## config.mk

```make
export PLATFORM = sky130hd
export DESIGN_NAME = machine_csr_unit
export DESIGN_NICKNAME = d
export VERILOG_FILES = /design/src/hw/qv_csr_pkg.sv /design/src/hw/csr_read_mux.sv /design/src/hw/csr_timebase.sv /design/src/hw/irq_controller.sv /design/src/hw/machine_csr_unit.sv /design/src/hw/trap_status.sv
export SDC_FILE = /design/constraint.sdc
export NUM_CORES = 1
export LEC_CHECK = 0
export ABC_AREA = 1
export BUFFER_PORTS_ARGS = -buffer_cell sky130_fd_sc_hd__buf_2
export CELL_PAD_IN_SITES_DETAIL_PLACEMENT = 1
export CELL_PAD_IN_SITES_GLOBAL_PLACEMENT = 1
export CORE_MARGIN = 2
export CORE_UTILIZATION = 45
export DETAILED_ROUTE_END_ITERATION = 6
export PLACE_DENSITY_LB_ADDON = 0.1
export SKIP_CTS_REPAIR_TIMING = 1
export SYNTH_ARGS = -nofsm -noshare
export SYNTH_HDL_FRONTEND = slang
export SYNTH_HIERARCHICAL = 1
export SYNTH_SLANG_ARGS = --single-unit
```

## constraint.sdc

```tcl
create_clock -name clk -period 3.3 [get_ports clk]
set_input_delay 0.165 -clock clk [delete_from_list [all_inputs] [get_ports clk]]
set_output_delay 0.165 -clock clk [all_outputs]
set_load 0.02 [all_outputs]
```

## src/hw/qv_csr_pkg.sv

```systemverilog
// --------------------------------------------------
// Machine CSR unit package
// Slot opcodes, nibble types, CSR address map,
// trap cause codes and redirect vectors
// --------------------------------------------------
package qv_csr_pkg;

    // One opcode per 8-clock slot, held by the decoder
    typedef enum logic [3:0] {
        op_none,
        op_csrrw,
        op_csrrs,
        op_csrrc,
        op_ecall,
        op_ebreak,
        op_illegal,
        op_mret,
        op_irq
    } csr_op_e;

    typedef logic [3:0]  nib_t;
    typedef logic [2:0]  nib_idx_t;   // Nibble 0 is the LSB nibble
    typedef logic [11:0] csr_addr_t;

    localparam csr_addr_t CSR_MSTATUS = 12'h300;
    localparam csr_addr_t CSR_MISA    = 12'h301;
    localparam csr_addr_t CSR_MIE     = 12'h304;
    localparam csr_addr_t CSR_MEPC    = 12'h341;
    localparam csr_addr_t CSR_MCAUSE  = 12'h342;
    localparam csr_addr_t CSR_MIP     = 12'h344;
    localparam csr_addr_t CSR_CYCLE   = 12'hC00;
    localparam csr_addr_t CSR_INSTRET = 12'hC02;
    localparam csr_addr_t CSR_MIMPID  = 12'hF13;

    localparam logic [31:0] MISA_VALUE   = 32'h4000_0014;  // RV32EC
    localparam logic [31:0] MIMPID_VALUE = 32'd3;

    localparam logic [4:0] CAUSE_ECALL     = 5'd11;
    localparam logic [4:0] CAUSE_EBREAK    = 5'd3;
    localparam logic [4:0] CAUSE_ILLEGAL   = 5'd2;
    localparam logic [4:0] CAUSE_TIMER     = 5'd7;
    localparam logic [4:0] CAUSE_LINE_BASE = 5'd16;  // Line n gives 16 + n

    localparam logic [31:0] VEC_RESET = 32'h0;
    localparam logic [31:0] VEC_TRAP  = 32'h4;
    localparam logic [31:0] VEC_IRQ   = 32'h8;

    // Write, set or clear of one nibble; other ops keep the old value
    function automatic nib_t csr_apply(csr_op_e op, nib_t old_v, nib_t wd);
        case (op)
            op_csrrw: return wd;
            op_csrrs: return old_v | wd;
            op_csrrc: return old_v & ~wd;
            default:  return old_v;
        endcase
    endfunction

endpackage

```

## src/hw/csr_read_mux.sv

```systemverilog
// --------------------------------------------------
// CSR read mux
// Picks the read nibble of the addressed CSR for
// the current nibble index, unknown CSRs read 0
// --------------------------------------------------
`timescale 1ns/1ps

module csr_read_mux import qv_csr_pkg::*; (
    input  nib_idx_t  nibble,
    input  csr_addr_t csr_addr,
    input  nib_t      mstatus_nib,
    input  nib_t      mie_nib,
    input  nib_t      mip_nib,
    input  nib_t      mcause_nib,
    input  nib_t      mepc_nib,
    input  nib_t      cycle_nib,
    input  nib_t      instret_nib,
    output nib_t      rdata
);

    logic [4:0] bit_lo;   // LSB position of the current nibble

    assign bit_lo = {nibble, 2'b00};

    // Register blocks already present their nibble for this index;
    // constants are sliced here
    always_comb begin
        case (csr_addr)
            CSR_MSTATUS: rdata = mstatus_nib;
            CSR_MISA:    rdata = MISA_VALUE[bit_lo +: 4];
            CSR_MIE:     rdata = mie_nib;
            CSR_MEPC:    rdata = mepc_nib;
            CSR_MCAUSE:  rdata = mcause_nib;
            CSR_MIP:     rdata = mip_nib;
            CSR_CYCLE:   rdata = cycle_nib;
            CSR_INSTRET: rdata = instret_nib;
            CSR_MIMPID:  rdata = MIMPID_VALUE[bit_lo +: 4];
            default:     rdata = 4'b0000;
        endcase
    end

endmodule

```

## src/hw/csr_timebase.sv

```systemverilog
// --------------------------------------------------
// CSR timebase
// Free-running slot nibble counter plus the
// nibble-serial cycle and instret counters
// --------------------------------------------------
`timescale 1ns/1ps

module csr_timebase import qv_csr_pkg::*; (
    input  logic     clk,
    input  logic     rstn,
    input  csr_op_e  op,
    output nib_idx_t nibble,
    output logic     slot_last,
    output nib_t     cycle_nib,
    output nib_t     instret_nib
);

    // Index 0 is cycle, index 1 is instret
    logic [31:0] cnt_q   [2];
    logic [1:0]  carry_q;
    logic [1:0]  inc;
    logic [1:0]  cin;
    logic [4:0]  sum     [2];

    always_ff @(posedge clk or negedge rstn) begin
        if (!rstn) begin
            nibble <= '0;
        end else begin
            nibble <= nibble + 3'd1;   // Wraps 7 -> 0
        end
    end

    assign slot_last = (nibble == 3'd7);

    // Cycle bumps every slot, instret only for real work
    assign inc[0] = 1'b1;
    assign inc[1] = (op != op_none);

    always_comb begin
        for (int i = 0; i < 2; i++) begin
            cin[i] = (nibble == 3'd0) ? inc[i] : carry_q[i];
            sum[i] = {1'b0, cnt_q[i][3:0]} + {4'b0000, cin[i]};
        end
    end

    // Each counter rotates one nibble per clock, carry ripples
    // across the slot and is dropped after nibble 7
    always_ff @(posedge clk or negedge rstn) begin
        if (!rstn) begin
            for (int i = 0; i < 2; i++) begin
                cnt_q[i] <= '0;
            end
            carry_q <= '0;
        end else begin
            for (int i = 0; i < 2; i++) begin
                cnt_q[i]   <= {sum[i][3:0], cnt_q[i][31:4]};
                carry_q[i] <= sum[i][4];
            end
        end
    end

    // Old value, increment lands at the clock edge
    assign cycle_nib   = cnt_q[0][3:0];
    assign instret_nib = cnt_q[1][3:0];

    // Slots stay exactly 8 clocks long
    assert property (@(posedge clk) disable iff (!rstn)
        (nibble == 3'd7) |=> (nibble == 3'd0))
        else $error("nibble index did not wrap from 7 to 0");

endmodule

```

## src/hw/irq_controller.sv

```systemverilog
// --------------------------------------------------
// Interrupt controller
// mie enables, mip edge flags, edge capture on
// lines 0/1 and fixed-priority cause encoding
// --------------------------------------------------
`timescale 1ns/1ps

module irq_controller import qv_csr_pkg::*; (
    input  logic        clk,
    input  logic        rstn,
    input  nib_idx_t    nibble,
    input  csr_op_e     op,
    input  csr_addr_t   csr_addr,
    input  nib_t        wdata,
    input  logic [15:0] irq_req,
    input  logic        timer_irq,
    input  logic        mstatus_mie,
    input  logic        double_fault,
    output nib_t        mie_nib,
    output nib_t        mip_nib,
    output logic [4:0]  irq_cause,
    output logic        interrupt_pending
);

    logic        timer_en;      // mie bit 7
    logic [15:0] line_en;       // mie bits 16..31
    logic [1:0]  edge_flags;    // Latched rises, mip bits 16 and 17
    logic [1:0]  last_req;
    logic [1:0]  rise;
    logic [15:0] line_req;
    logic [15:0] line_mask;
    logic        timer_mask;
    nib_t        mie_new;
    nib_t        mip_new;

    assign line_req   = {irq_req[15:2], edge_flags};   // Lines 2..15 are level
    assign line_mask  = line_req & line_en;
    assign timer_mask = timer_irq & timer_en;
    assign rise       = irq_req[1:0] & ~last_req;

    assign interrupt_pending = mstatus_mie && (timer_mask || (|line_mask));

    always_comb begin
        case (nibble)
            3'd1:    mie_nib = {timer_en, 3'b000};
            3'd4:    mie_nib = line_en[3:0];
            3'd5:    mie_nib = line_en[7:4];
            3'd6:    mie_nib = line_en[11:8];
            3'd7:    mie_nib = line_en[15:12];
            default: mie_nib = 4'b0000;
        endcase
    end

    always_comb begin
        case (nibble)
            3'd1:    mip_nib = {timer_irq, 3'b000};
            3'd4:    mip_nib = line_req[3:0];
            3'd5:    mip_nib = line_req[7:4];
            3'd6:    mip_nib = line_req[11:8];
            3'd7:    mip_nib = line_req[15:12];
            default: mip_nib = 4'b0000;
        endcase
    end

    assign mie_new = csr_apply(op, mie_nib, wdata);
    assign mip_new = csr_apply(op, mip_nib, wdata);

    always_ff @(posedge clk or negedge rstn) begin
        if (!rstn) begin
            timer_en <= 1'b0;
            line_en  <= '0;
        end else if (double_fault) begin
            timer_en <= 1'b0;
            line_en  <= '0;
        end else if (csr_addr == CSR_MIE) begin
            case (nibble)
                3'd1:    timer_en       <= mie_new[3];
                3'd4:    line_en[3:0]   <= mie_new;
                3'd5:    line_en[7:4]   <= mie_new;
                3'd6:    line_en[11:8]  <= mie_new;
                3'd7:    line_en[15:12] <= mie_new;
                default: ;
            endcase
        end
    end

    // Sample on nibble 5, after any mip write on nibble 4
    always_ff @(posedge clk or negedge rstn) begin
        if (!rstn) begin
            edge_flags <= '0;
            last_req   <= '0;
        end else begin
            if (nibble == 3'd5) last_req <= irq_req[1:0];
            if (double_fault) begin
                edge_flags <= '0;
            end else if (nibble == 3'd4 && csr_addr == CSR_MIP) begin
                edge_flags <= mip_new[1:0];
            end else if (nibble == 3'd5) begin
                edge_flags <= edge_flags | rise;
            end
        end
    end

    // Timer wins, then the lowest enabled line
    always_comb begin
        irq_cause = CAUSE_LINE_BASE;
        for (int i = 15; i >= 0; i--) begin
            if (line_mask[i]) irq_cause = CAUSE_LINE_BASE + 5'(i);
        end
        if (timer_mask) irq_cause = CAUSE_TIMER;
    end

    assert property (@(posedge clk) disable iff (!rstn)
        interrupt_pending |->
            ((irq_cause == CAUSE_TIMER) ? timer_mask : line_mask[irq_cause[3:0]]))
        else $error("pending interrupt with no matching enabled source");

endmodule

```

## src/hw/machine_csr_unit.sv

```systemverilog
// --------------------------------------------------
// Machine CSR unit
// Top level of the machine-mode trap and CSR block,
// driven one 8-clock slot at a time by a decoder
// --------------------------------------------------
`timescale 1ns/1ps

module machine_csr_unit import qv_csr_pkg::*; #(
    parameter int MEPC_BITS = 24
) (
    input  logic                 clk,
    input  logic                 rstn,
    input  csr_op_e              op,
    input  csr_addr_t            csr_addr,
    input  nib_t                 wdata,       // Nibble k of source during nibble k
    input  nib_t                 pc,
    input  logic [15:0]          irq_req,
    input  logic                 timer_irq,
    output nib_t                 rdata,
    output nib_idx_t             nibble,
    output logic                 redirect,
    output logic [MEPC_BITS-1:0] redirect_addr,
    output logic                 interrupt_pending
);

    logic       slot_last;
    nib_t       cycle_nib;
    nib_t       instret_nib;
    logic       mstatus_mie;
    nib_t       mstatus_nib;
    logic       double_fault;
    nib_t       mcause_nib;
    nib_t       mepc_nib;
    nib_t       mie_nib;
    nib_t       mip_nib;
    logic [4:0] irq_cause;

    csr_timebase u_timebase (
        .clk         (clk),
        .rstn        (rstn),
        .op          (op),
        .nibble      (nibble),
        .slot_last   (slot_last),
        .cycle_nib   (cycle_nib),
        .instret_nib (instret_nib)
    );

    trap_status #(
        .MEPC_BITS (MEPC_BITS)
    ) u_trap (
        .clk           (clk),
        .rstn          (rstn),
        .nibble        (nibble),
        .slot_last     (slot_last),
        .op            (op),
        .csr_addr      (csr_addr),
        .wdata         (wdata),
        .pc            (pc),
        .irq_cause     (irq_cause),
        .mstatus_mie   (mstatus_mie),
        .mstatus_nib   (mstatus_nib),
        .double_fault  (double_fault),
        .mcause_nib    (mcause_nib),
        .mepc_nib      (mepc_nib),
        .redirect      (redirect),
        .redirect_addr (redirect_addr)
    );

    irq_controller u_irq (
        .clk               (clk),
        .rstn              (rstn),
        .nibble            (nibble),
        .op                (op),
        .csr_addr          (csr_addr),
        .wdata             (wdata),
        .irq_req           (irq_req),
        .timer_irq         (timer_irq),
        .mstatus_mie       (mstatus_mie),
        .double_fault      (double_fault),
        .mie_nib           (mie_nib),
        .mip_nib           (mip_nib),
        .irq_cause         (irq_cause),
        .interrupt_pending (interrupt_pending)
    );

    csr_read_mux u_rmux (
        .nibble      (nibble),
        .csr_addr    (csr_addr),
        .mstatus_nib (mstatus_nib),
        .mie_nib     (mie_nib),
        .mip_nib     (mip_nib),
        .mcause_nib  (mcause_nib),
        .mepc_nib    (mepc_nib),
        .cycle_nib   (cycle_nib),
        .instret_nib (instret_nib),
        .rdata       (rdata)
    );

endmodule

```

## src/hw/trap_status.sv

```systemverilog
// --------------------------------------------------
// Trap status
// mstatus with trap enable and double-fault recovery,
// mcause, serial mepc and the redirect pulse/target
// --------------------------------------------------
`timescale 1ns/1ps

module trap_status import qv_csr_pkg::*; #(
    parameter int MEPC_BITS = 24
) (
    input  logic                 clk,
    input  logic                 rstn,
    input  nib_idx_t             nibble,
    input  logic                 slot_last,
    input  csr_op_e              op,
    input  csr_addr_t            csr_addr,
    input  nib_t                 wdata,
    input  nib_t                 pc,
    input  logic [4:0]           irq_cause,
    output logic                 mstatus_mie,
    output nib_t                 mstatus_nib,
    output logic                 double_fault,
    output nib_t                 mcause_nib,
    output nib_t                 mepc_nib,
    output logic                 redirect,
    output logic [MEPC_BITS-1:0] redirect_addr
);

    localparam int MEPC_NIBS = MEPC_BITS / 4;

    logic                 is_trap;
    logic                 is_entry;
    logic                 is_mret;
    logic                 mstatus_mte;   // Non-standard trap enable
    logic                 mstatus_mpie;
    logic                 df_now;
    logic                 df_q;
    logic [4:0]           trap_code;
    logic [5:0]           mcause;        // Bit 5 maps to mcause[31]
    logic [MEPC_BITS-1:0] mepc;
    nib_t                 mst_new;
    nib_t                 mepc_new;
    nib_t                 mepc_in;

    assign is_trap  = op inside {op_ecall, op_ebreak, op_illegal};
    assign is_entry = is_trap || (op == op_irq);
    assign is_mret  = (op == op_mret);

    // mte drops at nibble 0 of a trap so the decision is held for the slot
    assign df_now       = (nibble == 3'd0) && is_trap && !mstatus_mte;
    assign double_fault = (nibble == 3'd0) ? df_now : df_q;

    always_ff @(posedge clk or negedge rstn) begin
        if (!rstn) begin
            df_q <= 1'b0;
        end else if (nibble == 3'd0) begin
            df_q <= df_now;
        end
    end

    // Trap enable, set again by mret or double-fault recovery
    always_ff @(posedge clk or negedge rstn) begin
        if (!rstn) begin
            mstatus_mte <= 1'b1;
        end else if (double_fault) begin
            mstatus_mte <= 1'b1;
        end else if (nibble == 3'd0 && is_entry) begin
            mstatus_mte <= 1'b0;
        end else if (nibble == 3'd0 && is_mret) begin
            mstatus_mte <= 1'b1;
        end
    end

    assign mstatus_nib = (nibble == 3'd0) ? {mstatus_mie, mstatus_mte, 2'b00} :
                         (nibble == 3'd1) ? {mstatus_mpie, 3'b000} : 4'b0000;
    assign mst_new     = csr_apply(op, mstatus_nib, wdata);

    always_ff @(posedge clk or negedge rstn) begin
        if (!rstn) begin
            mstatus_mie  <= 1'b1;
            mstatus_mpie <= 1'b0;
        end else if (double_fault) begin
            mstatus_mie  <= 1'b1;
            mstatus_mpie <= 1'b0;
        end else if (nibble == 3'd0 && is_entry) begin
            mstatus_mpie <= mstatus_mie;
            mstatus_mie  <= 1'b0;
        end else if (nibble == 3'd0 && is_mret) begin
            mstatus_mie  <= mstatus_mpie;
        end else if (csr_addr == CSR_MSTATUS) begin
            if (nibble == 3'd0) mstatus_mie <= mst_new[3];        // Bit 3
            else if (nibble == 3'd1) mstatus_mpie <= mst_new[3];  // Bit 7
        end
    end

    always_comb begin
        case (op)
            op_ecall:  trap_code = CAUSE_ECALL;
            op_ebreak: trap_code = CAUSE_EBREAK;
            default:   trap_code = CAUSE_ILLEGAL;
        endcase
    end

    always_ff @(posedge clk or negedge rstn) begin
        if (!rstn) begin
            mcause <= '0;
        end else if (nibble == 3'd0 && is_entry) begin
            mcause <= (op == op_irq) ? {1'b1, irq_cause} : {1'b0, trap_code};
        end
    end

    assign mcause_nib = (nibble == 3'd0) ? mcause[3:0] :
                        (nibble == 3'd1) ? {3'b000, mcause[4]} :
                        (nibble == 3'd7) ? {mcause[5], 3'b000} : 4'b0000;

    // mepc rotates on the low nibbles only and is aligned again by nibble 7
    assign mepc_new = csr_apply(op, mepc[3:0], wdata);
    assign mepc_in  = is_entry                 ? pc :
                      (csr_addr == CSR_MEPC)   ? mepc_new : mepc[3:0];

    always_ff @(posedge clk or negedge rstn) begin
        if (!rstn) begin
            mepc <= '0;
        end else if (nibble < MEPC_NIBS) begin
            mepc <= {mepc_in, mepc[MEPC_BITS-1:4]};
        end
    end

    assign mepc_nib = (nibble < MEPC_NIBS) ? mepc[3:0] : 4'b0000;

    assign redirect = slot_last && (is_entry || is_mret);

    always_comb begin
        if (is_mret)            redirect_addr = mepc;
        else if (op == op_irq)  redirect_addr = VEC_IRQ[MEPC_BITS-1:0];
        else if (double_fault)  redirect_addr = VEC_RESET[MEPC_BITS-1:0];
        else                    redirect_addr = VEC_TRAP[MEPC_BITS-1:0];
    end

    assert property (@(posedge clk) disable iff (!rstn) redirect |-> (nibble == 3'd7))
        else $error("redirect outside the last nibble of a slot");

endmodule

```

After elaboration in Yosys (flattened, before gate mapping)
Index checks and enable logic that the tools add are counted.
- multiplexer cells: 66
- equality and inequality tests: 24
- magnitude comparators: 1
- $add $sub $neg: 3
- shifts and indexed selects: 2
- bitwise operators: 14
- reductions and logical operators: 34
- operator list (cell ; number):
    $mux W4 ; 28
    $eq A12 B10 Y1 const B ; 6
    $shiftx A32 B6 Y4 const A ; 2
    $mux W24 ; 2
    $pmux W4 S5 ; 2
    $eq A12 B12 Y1 const B ; 3
    $pmux W4 S3 ; 3
    $pmux W4 S9 ; 1
    $mux W16 ; 2
    $mux W1 ; 20
    $and A16 B16 Y16 ; 1
    $eq A4 B3 Y1 const B ; 4
    $reduce_or A16 Y1 ; 1
    $reduce_bool A3 Y1 ; 5
    $and A4 B4 Y4 ; 3
    $eq A3 B3 Y1 const B ; 4
    $or A4 B4 Y4 ; 3
    $reduce_and A2 Y1 ; 6
    $reduce_bool A2 Y1 ; 6
    $reduce_bool A4 Y1 ; 3
    $add A4 B1 Y5 ; 2
    $eq A4 B2 Y1 const B ; 2
    $pmux W4 S2 ; 1
    $logic_and A1 B1 Y1 ; 7
    other kinds (20) ; 27
- bits of input ports: 43
- flip-flop bits (word level): 124
- logic and storage cells: 161
- output and inout port bits: 33

Depth between registers and ports, before layout
- word-level depth: 19
- mapped depth: 20

Cells and area by module
Netlist, hierarchy kept.
- modules (own cells, without submodules) (module ; area each (sq um) ; instances ; sequential area each (sq um) ; cells an instance):
    trap_status ; 2074.5 ; 1 ; 853.3 ; 304
    csr_timebase ; 1998.2 ; 1 ; 1726.7 ; 108
    irq_controller ; 1525.2 ; 1 ; 525.5 ; 231
    csr_read_mux ; 563.0 ; 1 ; 0.0 ; 108

Least setup slack after synthesis
OpenSTA, ideal clock, no wires.
- kind: register -> output
- start: register u_timebase.nibble[1]
- end: output port rdata[0]
- data arrival time: 1.795 ns
- path buffers: 0
- cell stages (with the launch flop): 11
- setup slack: 1.340 ns
- data required time: 3.135 ns
- cell sequence: dfrtp_1 > inv_1 > nand3_1 > inv_2 > a22o_1 > a221oi_2 > inv_1 > nand3_1 > nand2_1 > nor2_1 > nand3_1
- RTL lines (item ; line ; source):
    start: declaration ; csr_timebase.sv:12 ; output nib_idx_t nibble,
    start signal: assignment ; csr_timebase.sv:29 ; nibble <= nibble + 3'd1;
    $eq A3 B3 Y1 / $eq A3 B1 Y1 (equally long branches) ; irq_controller.sv:44 ; case (nibble)
    $pmux W4 S5 (*) ; irq_controller.sv:44 ;
    via mie_nib[0] ; machine_csr_unit.sv:34 ; nib_t mie_nib;
    $pmux W4 S9 (*) ; csr_read_mux.sv:28 ; case (csr_addr)
    end: declaration ; machine_csr_unit.sv:19 ; output nib_t rdata,
Mark *: on every way through the listed nets, which the timed path passes. The rest lies on a longest branch.

Worst setup path after layout
- start: register u_timebase.nibble[1]
- end: output port rdata[0]
- RTL lines (item ; line ; source):
    $eq A3 B3 Y1 / $eq A3 B1 Y1 (equally long branches) ; irq_controller.sv:55 ; case (nibble)
    $pmux W4 S5 (*) ; irq_controller.sv:55 ;
    via mip_nib[0] ; machine_csr_unit.sv:35 ; nib_t mip_nib;
    $pmux W4 S9 (*) ; csr_read_mux.sv:28 ;
Marked as above.

==> run_results.csv <==
group,metric,value,unit
route,wire_per_inst,19.1,um
power_and_ir_drop,powerDensity,596,nW/um^2
grt,grt_use_met1,38.5,%
final_layout,utilization,54.5,%
floorplan,die-area,14600,um^2
floorplan,start_util,46.3,%
setup_path,reg2reg_to,"u_irq/line_en[1]$_DFFE_PN0P_",
final_layout,layout-drive-gt1-share,19.3,%
sta,whs,0.0595,ns
sta,slew_headroom,49.2,%
logic_synthesis,syn_area,6160,um^2
logic_synthesis,yosysWarnings,6,
route,drtIter0Drc,305,
setup_path,cp.arrival,2.57,ns
floorplan,rows,42,
setup_path,cp_top_family,"simple AND/OR/NAND/NOR gates",
route,ant_nets,0,
route,finalWirelength,19500,um
place,dp_hpwl,14300,um
logic_synthesis,ys_seq_area_share,50.4,%
worst_hold_path,holdCritPathClass,"primary input to flip-flop",
clock_tree,cts_tree,"built",
final_layout,syn_to_final_growth,17.7,%
grt,use_met3,6.39,%
sta,finalMaxSlewViolations,0,
place,place.gp.congestion,0.925,
sta,fin_tns_setup,0,ns
final_layout,fin_nets,883,
place,place_ws,1.01,ns
grt,grt_max_degree,73,
clock_tree,insertion_delay,0.42,ns
floorplan,pin_count,76,
setup_path,r2r_cells,9,
grt,use_met2,44.7,%
clock_tree,root_buffer,"clkbuf_16",
setup_path,critPathKind,"flip-flop to output port",
logic_synthesis,synth_cell_types,48,
worst_hold_path,hold_depth,3,
logic_synthesis,synthCells,751,
floorplan,core_area,13300,um^2
logic_synthesis,ys_seq_elements,124,
grt,grt_pass1_vias,5778,
grt,track_usage,28.1,%
worst_hold_path,worstHoldEndpoint,"u_irq/last_req[0]$_DFFE_PN0N_",
sta,rsz0062_at_grt,"no",
setup_path,crit_fanout,14,
setup_path,slowest_delay,0.60,ns
setup_path,path_cells,"inv_1 -> nand3_1 -> inv_2 -> nand2_1 -> o21ai_0 -> a221oi_1 -> inv_1 -> nand3_1 -> nand2_1 -> nor2_1 -> nand3_1 -> buf_2",
setup_path,startpoint_type,"flip-flop",
clock_tree,cts_buffer_depth,2,
sta,tightest_slew,0.761,ns
sta,hold_viol_final,0,
sta,setup_violations,0,
setup_path,cpMostUsedCell,"nand3_1",
setup_path,r2r_setup_slack,0.98,ns
grt,grt_pass1_wl,30900,um
clock_tree,cts_buffers,17,
clock_tree,cts_sinks,124,
setup_path,crit_required,3.13,ns
route,firstDrtPassIters,5,
clock_tree,htree_levels,4,
sta,fmax,0.366,GHz
route,vias_per_cell,5.31,
power_and_ir_drop,ir_drop,0.391,mV
floorplan,chipWidth,121,um
floorplan,die_h,121,um
grt,top_usage_layer,"met2",
grt,antenna_found_initial,0,
route,vias,5407,
sta,period_minus_slack,2.73,ns
place,io_buffers,75,
sta,fin_skew,0.0134,ns
setup_path,slowest_stage,"dfrtp_1",
power_and_ir_drop,leakagePower,3.92,nW
sta,setup_ws,0.568,ns
setup_path,setup.worst_path.end_class,"output port",
logic_synthesis,syn_avg_cell_area,8.20,um^2
run_status,outcome,"completed",
flow_run,maxCapViolations,0,
grt,grt-ovfl-total,0,
clock_tree,path_clk_slew,0.06,ns
worst_hold_path,hold_start,"irq_req[0]",
sta,timing.final.crit_share,82.8,%
setup_path,r2r_start,"u_timebase/nibble[2]$_DFF_PN0_",
setup_path,critical_path_buf_inv_count,4,
final_layout,num_antenna_cells,0,
route,drc,0,
-- cells by family (layout without fill, tap and decap cells) --
family | Yosys count | after routing | share of synthesized area [%]
XOR/XNOR | 5 | 5 | 0.711
adder cells (fa/ha/maj) | 10 | 10 | 2.03
AND/OR/NAND/NOR | 394 | 394 | 29.2
AO/OA/AOI/OAI | 95 | 95 | 9.30
buffers and inverters | 122 | 213 | 8.31
flip-flops | 124 | 124 | 50.4
other | 1 | 2 | 0.0609
-- layer usage --
metal | share of wire [%] | wire length, um
met1 | 45 | 8680
met2 | 48 | 9420
met3 | 5.7 | 1110
met4 | 1.3 | 257
met5 | 0 | 0
-- metrics by stage --
stage               instance area (um^2)  total power, mW  std cells
floorplan                           6160             2.22        752
global placement                    6670             2.47        986
detailed placement                  6670             2.50        986
CTS                                 7240             4.36       1018
global route                        7250             4.54       1019
finish                              7250             4.32       1019
-- registers in the layout, summed over array words and instances (netlist names) --
register,cells
u_irq/last_req,2
u_trap/mstatus_mte,1
u_timebase/cnt_q,56
u_trap/mepc,24
u_timebase/nibble,3
u_irq/edge_flags,2
u_irq/timer_en,1
u_timebase/carry_q,2
u_irq/line_en,16
u_trap/df_q,1
u_timebase/cycle_nib,4
u_trap/mstatus_mpie,1
u_trap/mstatus_mie,1
u_trap/mcause,6
u_timebase/instret_nib,4
-- worst min-delay path: stages --
cell and delay, ns:
buf_2 0.09, inv_1 0.06, o21ai_0 0.10
-- cell type report --
type	count	area (um^2)
fill	1614	6050
clock buffer	19	443
timing repair buffer	78	415
clock inverter	13	131
sequential	124	3110
tap	176	220
inverter	103	387
multi-input combinational	506	2550
-- worst max path at each step --
stage          slack (ns)  depth (start not counted)                            from                            to
2_1_floorplan        1.34                         10  u_timebase/nibble[1]$_DFF_PN0_                      rdata[0]
3_3_place_gp         1.12                         10  u_timebase/nibble[0]$_DFF_PN0_                      rdata[0]
3_5_place_dp         1.01                          9  u_timebase/nibble[2]$_DFF_PN0_  u_irq/line_en[1]$_DFFE_PN0P_
4_1_cts              0.57                         12  u_timebase/nibble[1]$_DFF_PN0_                      rdata[0]
5_1_grt              0.29                         12  u_timebase/nibble[1]$_DFF_PN0_                      rdata[0]
6_report             0.57                         12  u_timebase/nibble[1]$_DFF_PN0_                      rdata[0]
-- power breakdown --
part / total [mW] / internal, mW / leakage (nW) / switching, mW
clock: 1.83 / 1.07 / 0.271 / 0.751
sequential: 1.82 / 1.69 / 1.60 / 0.130
combinational: 0.671 / 0.217 / 2.04 / 0.454
total: 4.32 / 2.98 / 3.92 / 1.34
-- synth_stat cells, drive strengths merged --
cell	count	share of area (%)
nand2	203	13
dfrtp	122	50
nor2	108	8.0
inv	100	6.1
o21ai	60	5.0
nand3	58	5.2
buf	14	1.7
a21oi	12	1.3
ha	10	2.0
nand4	9	1.0
nor3	9	1.0
a22oi	5	0.61
a31oi	5	0.51
clkbuf	5	0.30
xor2	5	0.71
a221oi	3	0.53
clkinv	3	0.18
o211ai	3	0.45
or2	3	0.35
dfstp	2	0.85
nand3b	2	0.24
nor3b	2	0.24
a21boi	1	0.12
a22o	1	0.14
a31o	1	0.14
a32o	1	0.16
conb	1	0.061
o2111ai	1	0.14
o22ai	1	0.10
o31ai	1	0.12
-- cells in the final DEF (no fill, tap or decap), drive strengths merged --
master	netlist	layout
conb	1	2
a22o	1	1
buf	14	77
nand3b	2	2
nor2	108	108
o31ai	1	1
a221oi	3	3
ha	10	10
nand4	9	9
a22oi	5	5
dlygate4sd3	0	1
nor3b	2	2
o2111ai	1	1
bufinv	0	1
o211ai	3	3
a32o	1	1
nand3	58	58
xor2	5	5
dfstp	2	2
clkbuf	5	19
o21ai	60	60
a31oi	5	5
clkinvlp	0	4
a21boi	1	1
dfrtp	122	122
or2	3	3
a21oi	12	12
nor3	9	9
a31o	1	1
nand2	203	203
o22ai	1	1
inv	100	106
clkinv	3	5
(Power assumes the default switching activity.)
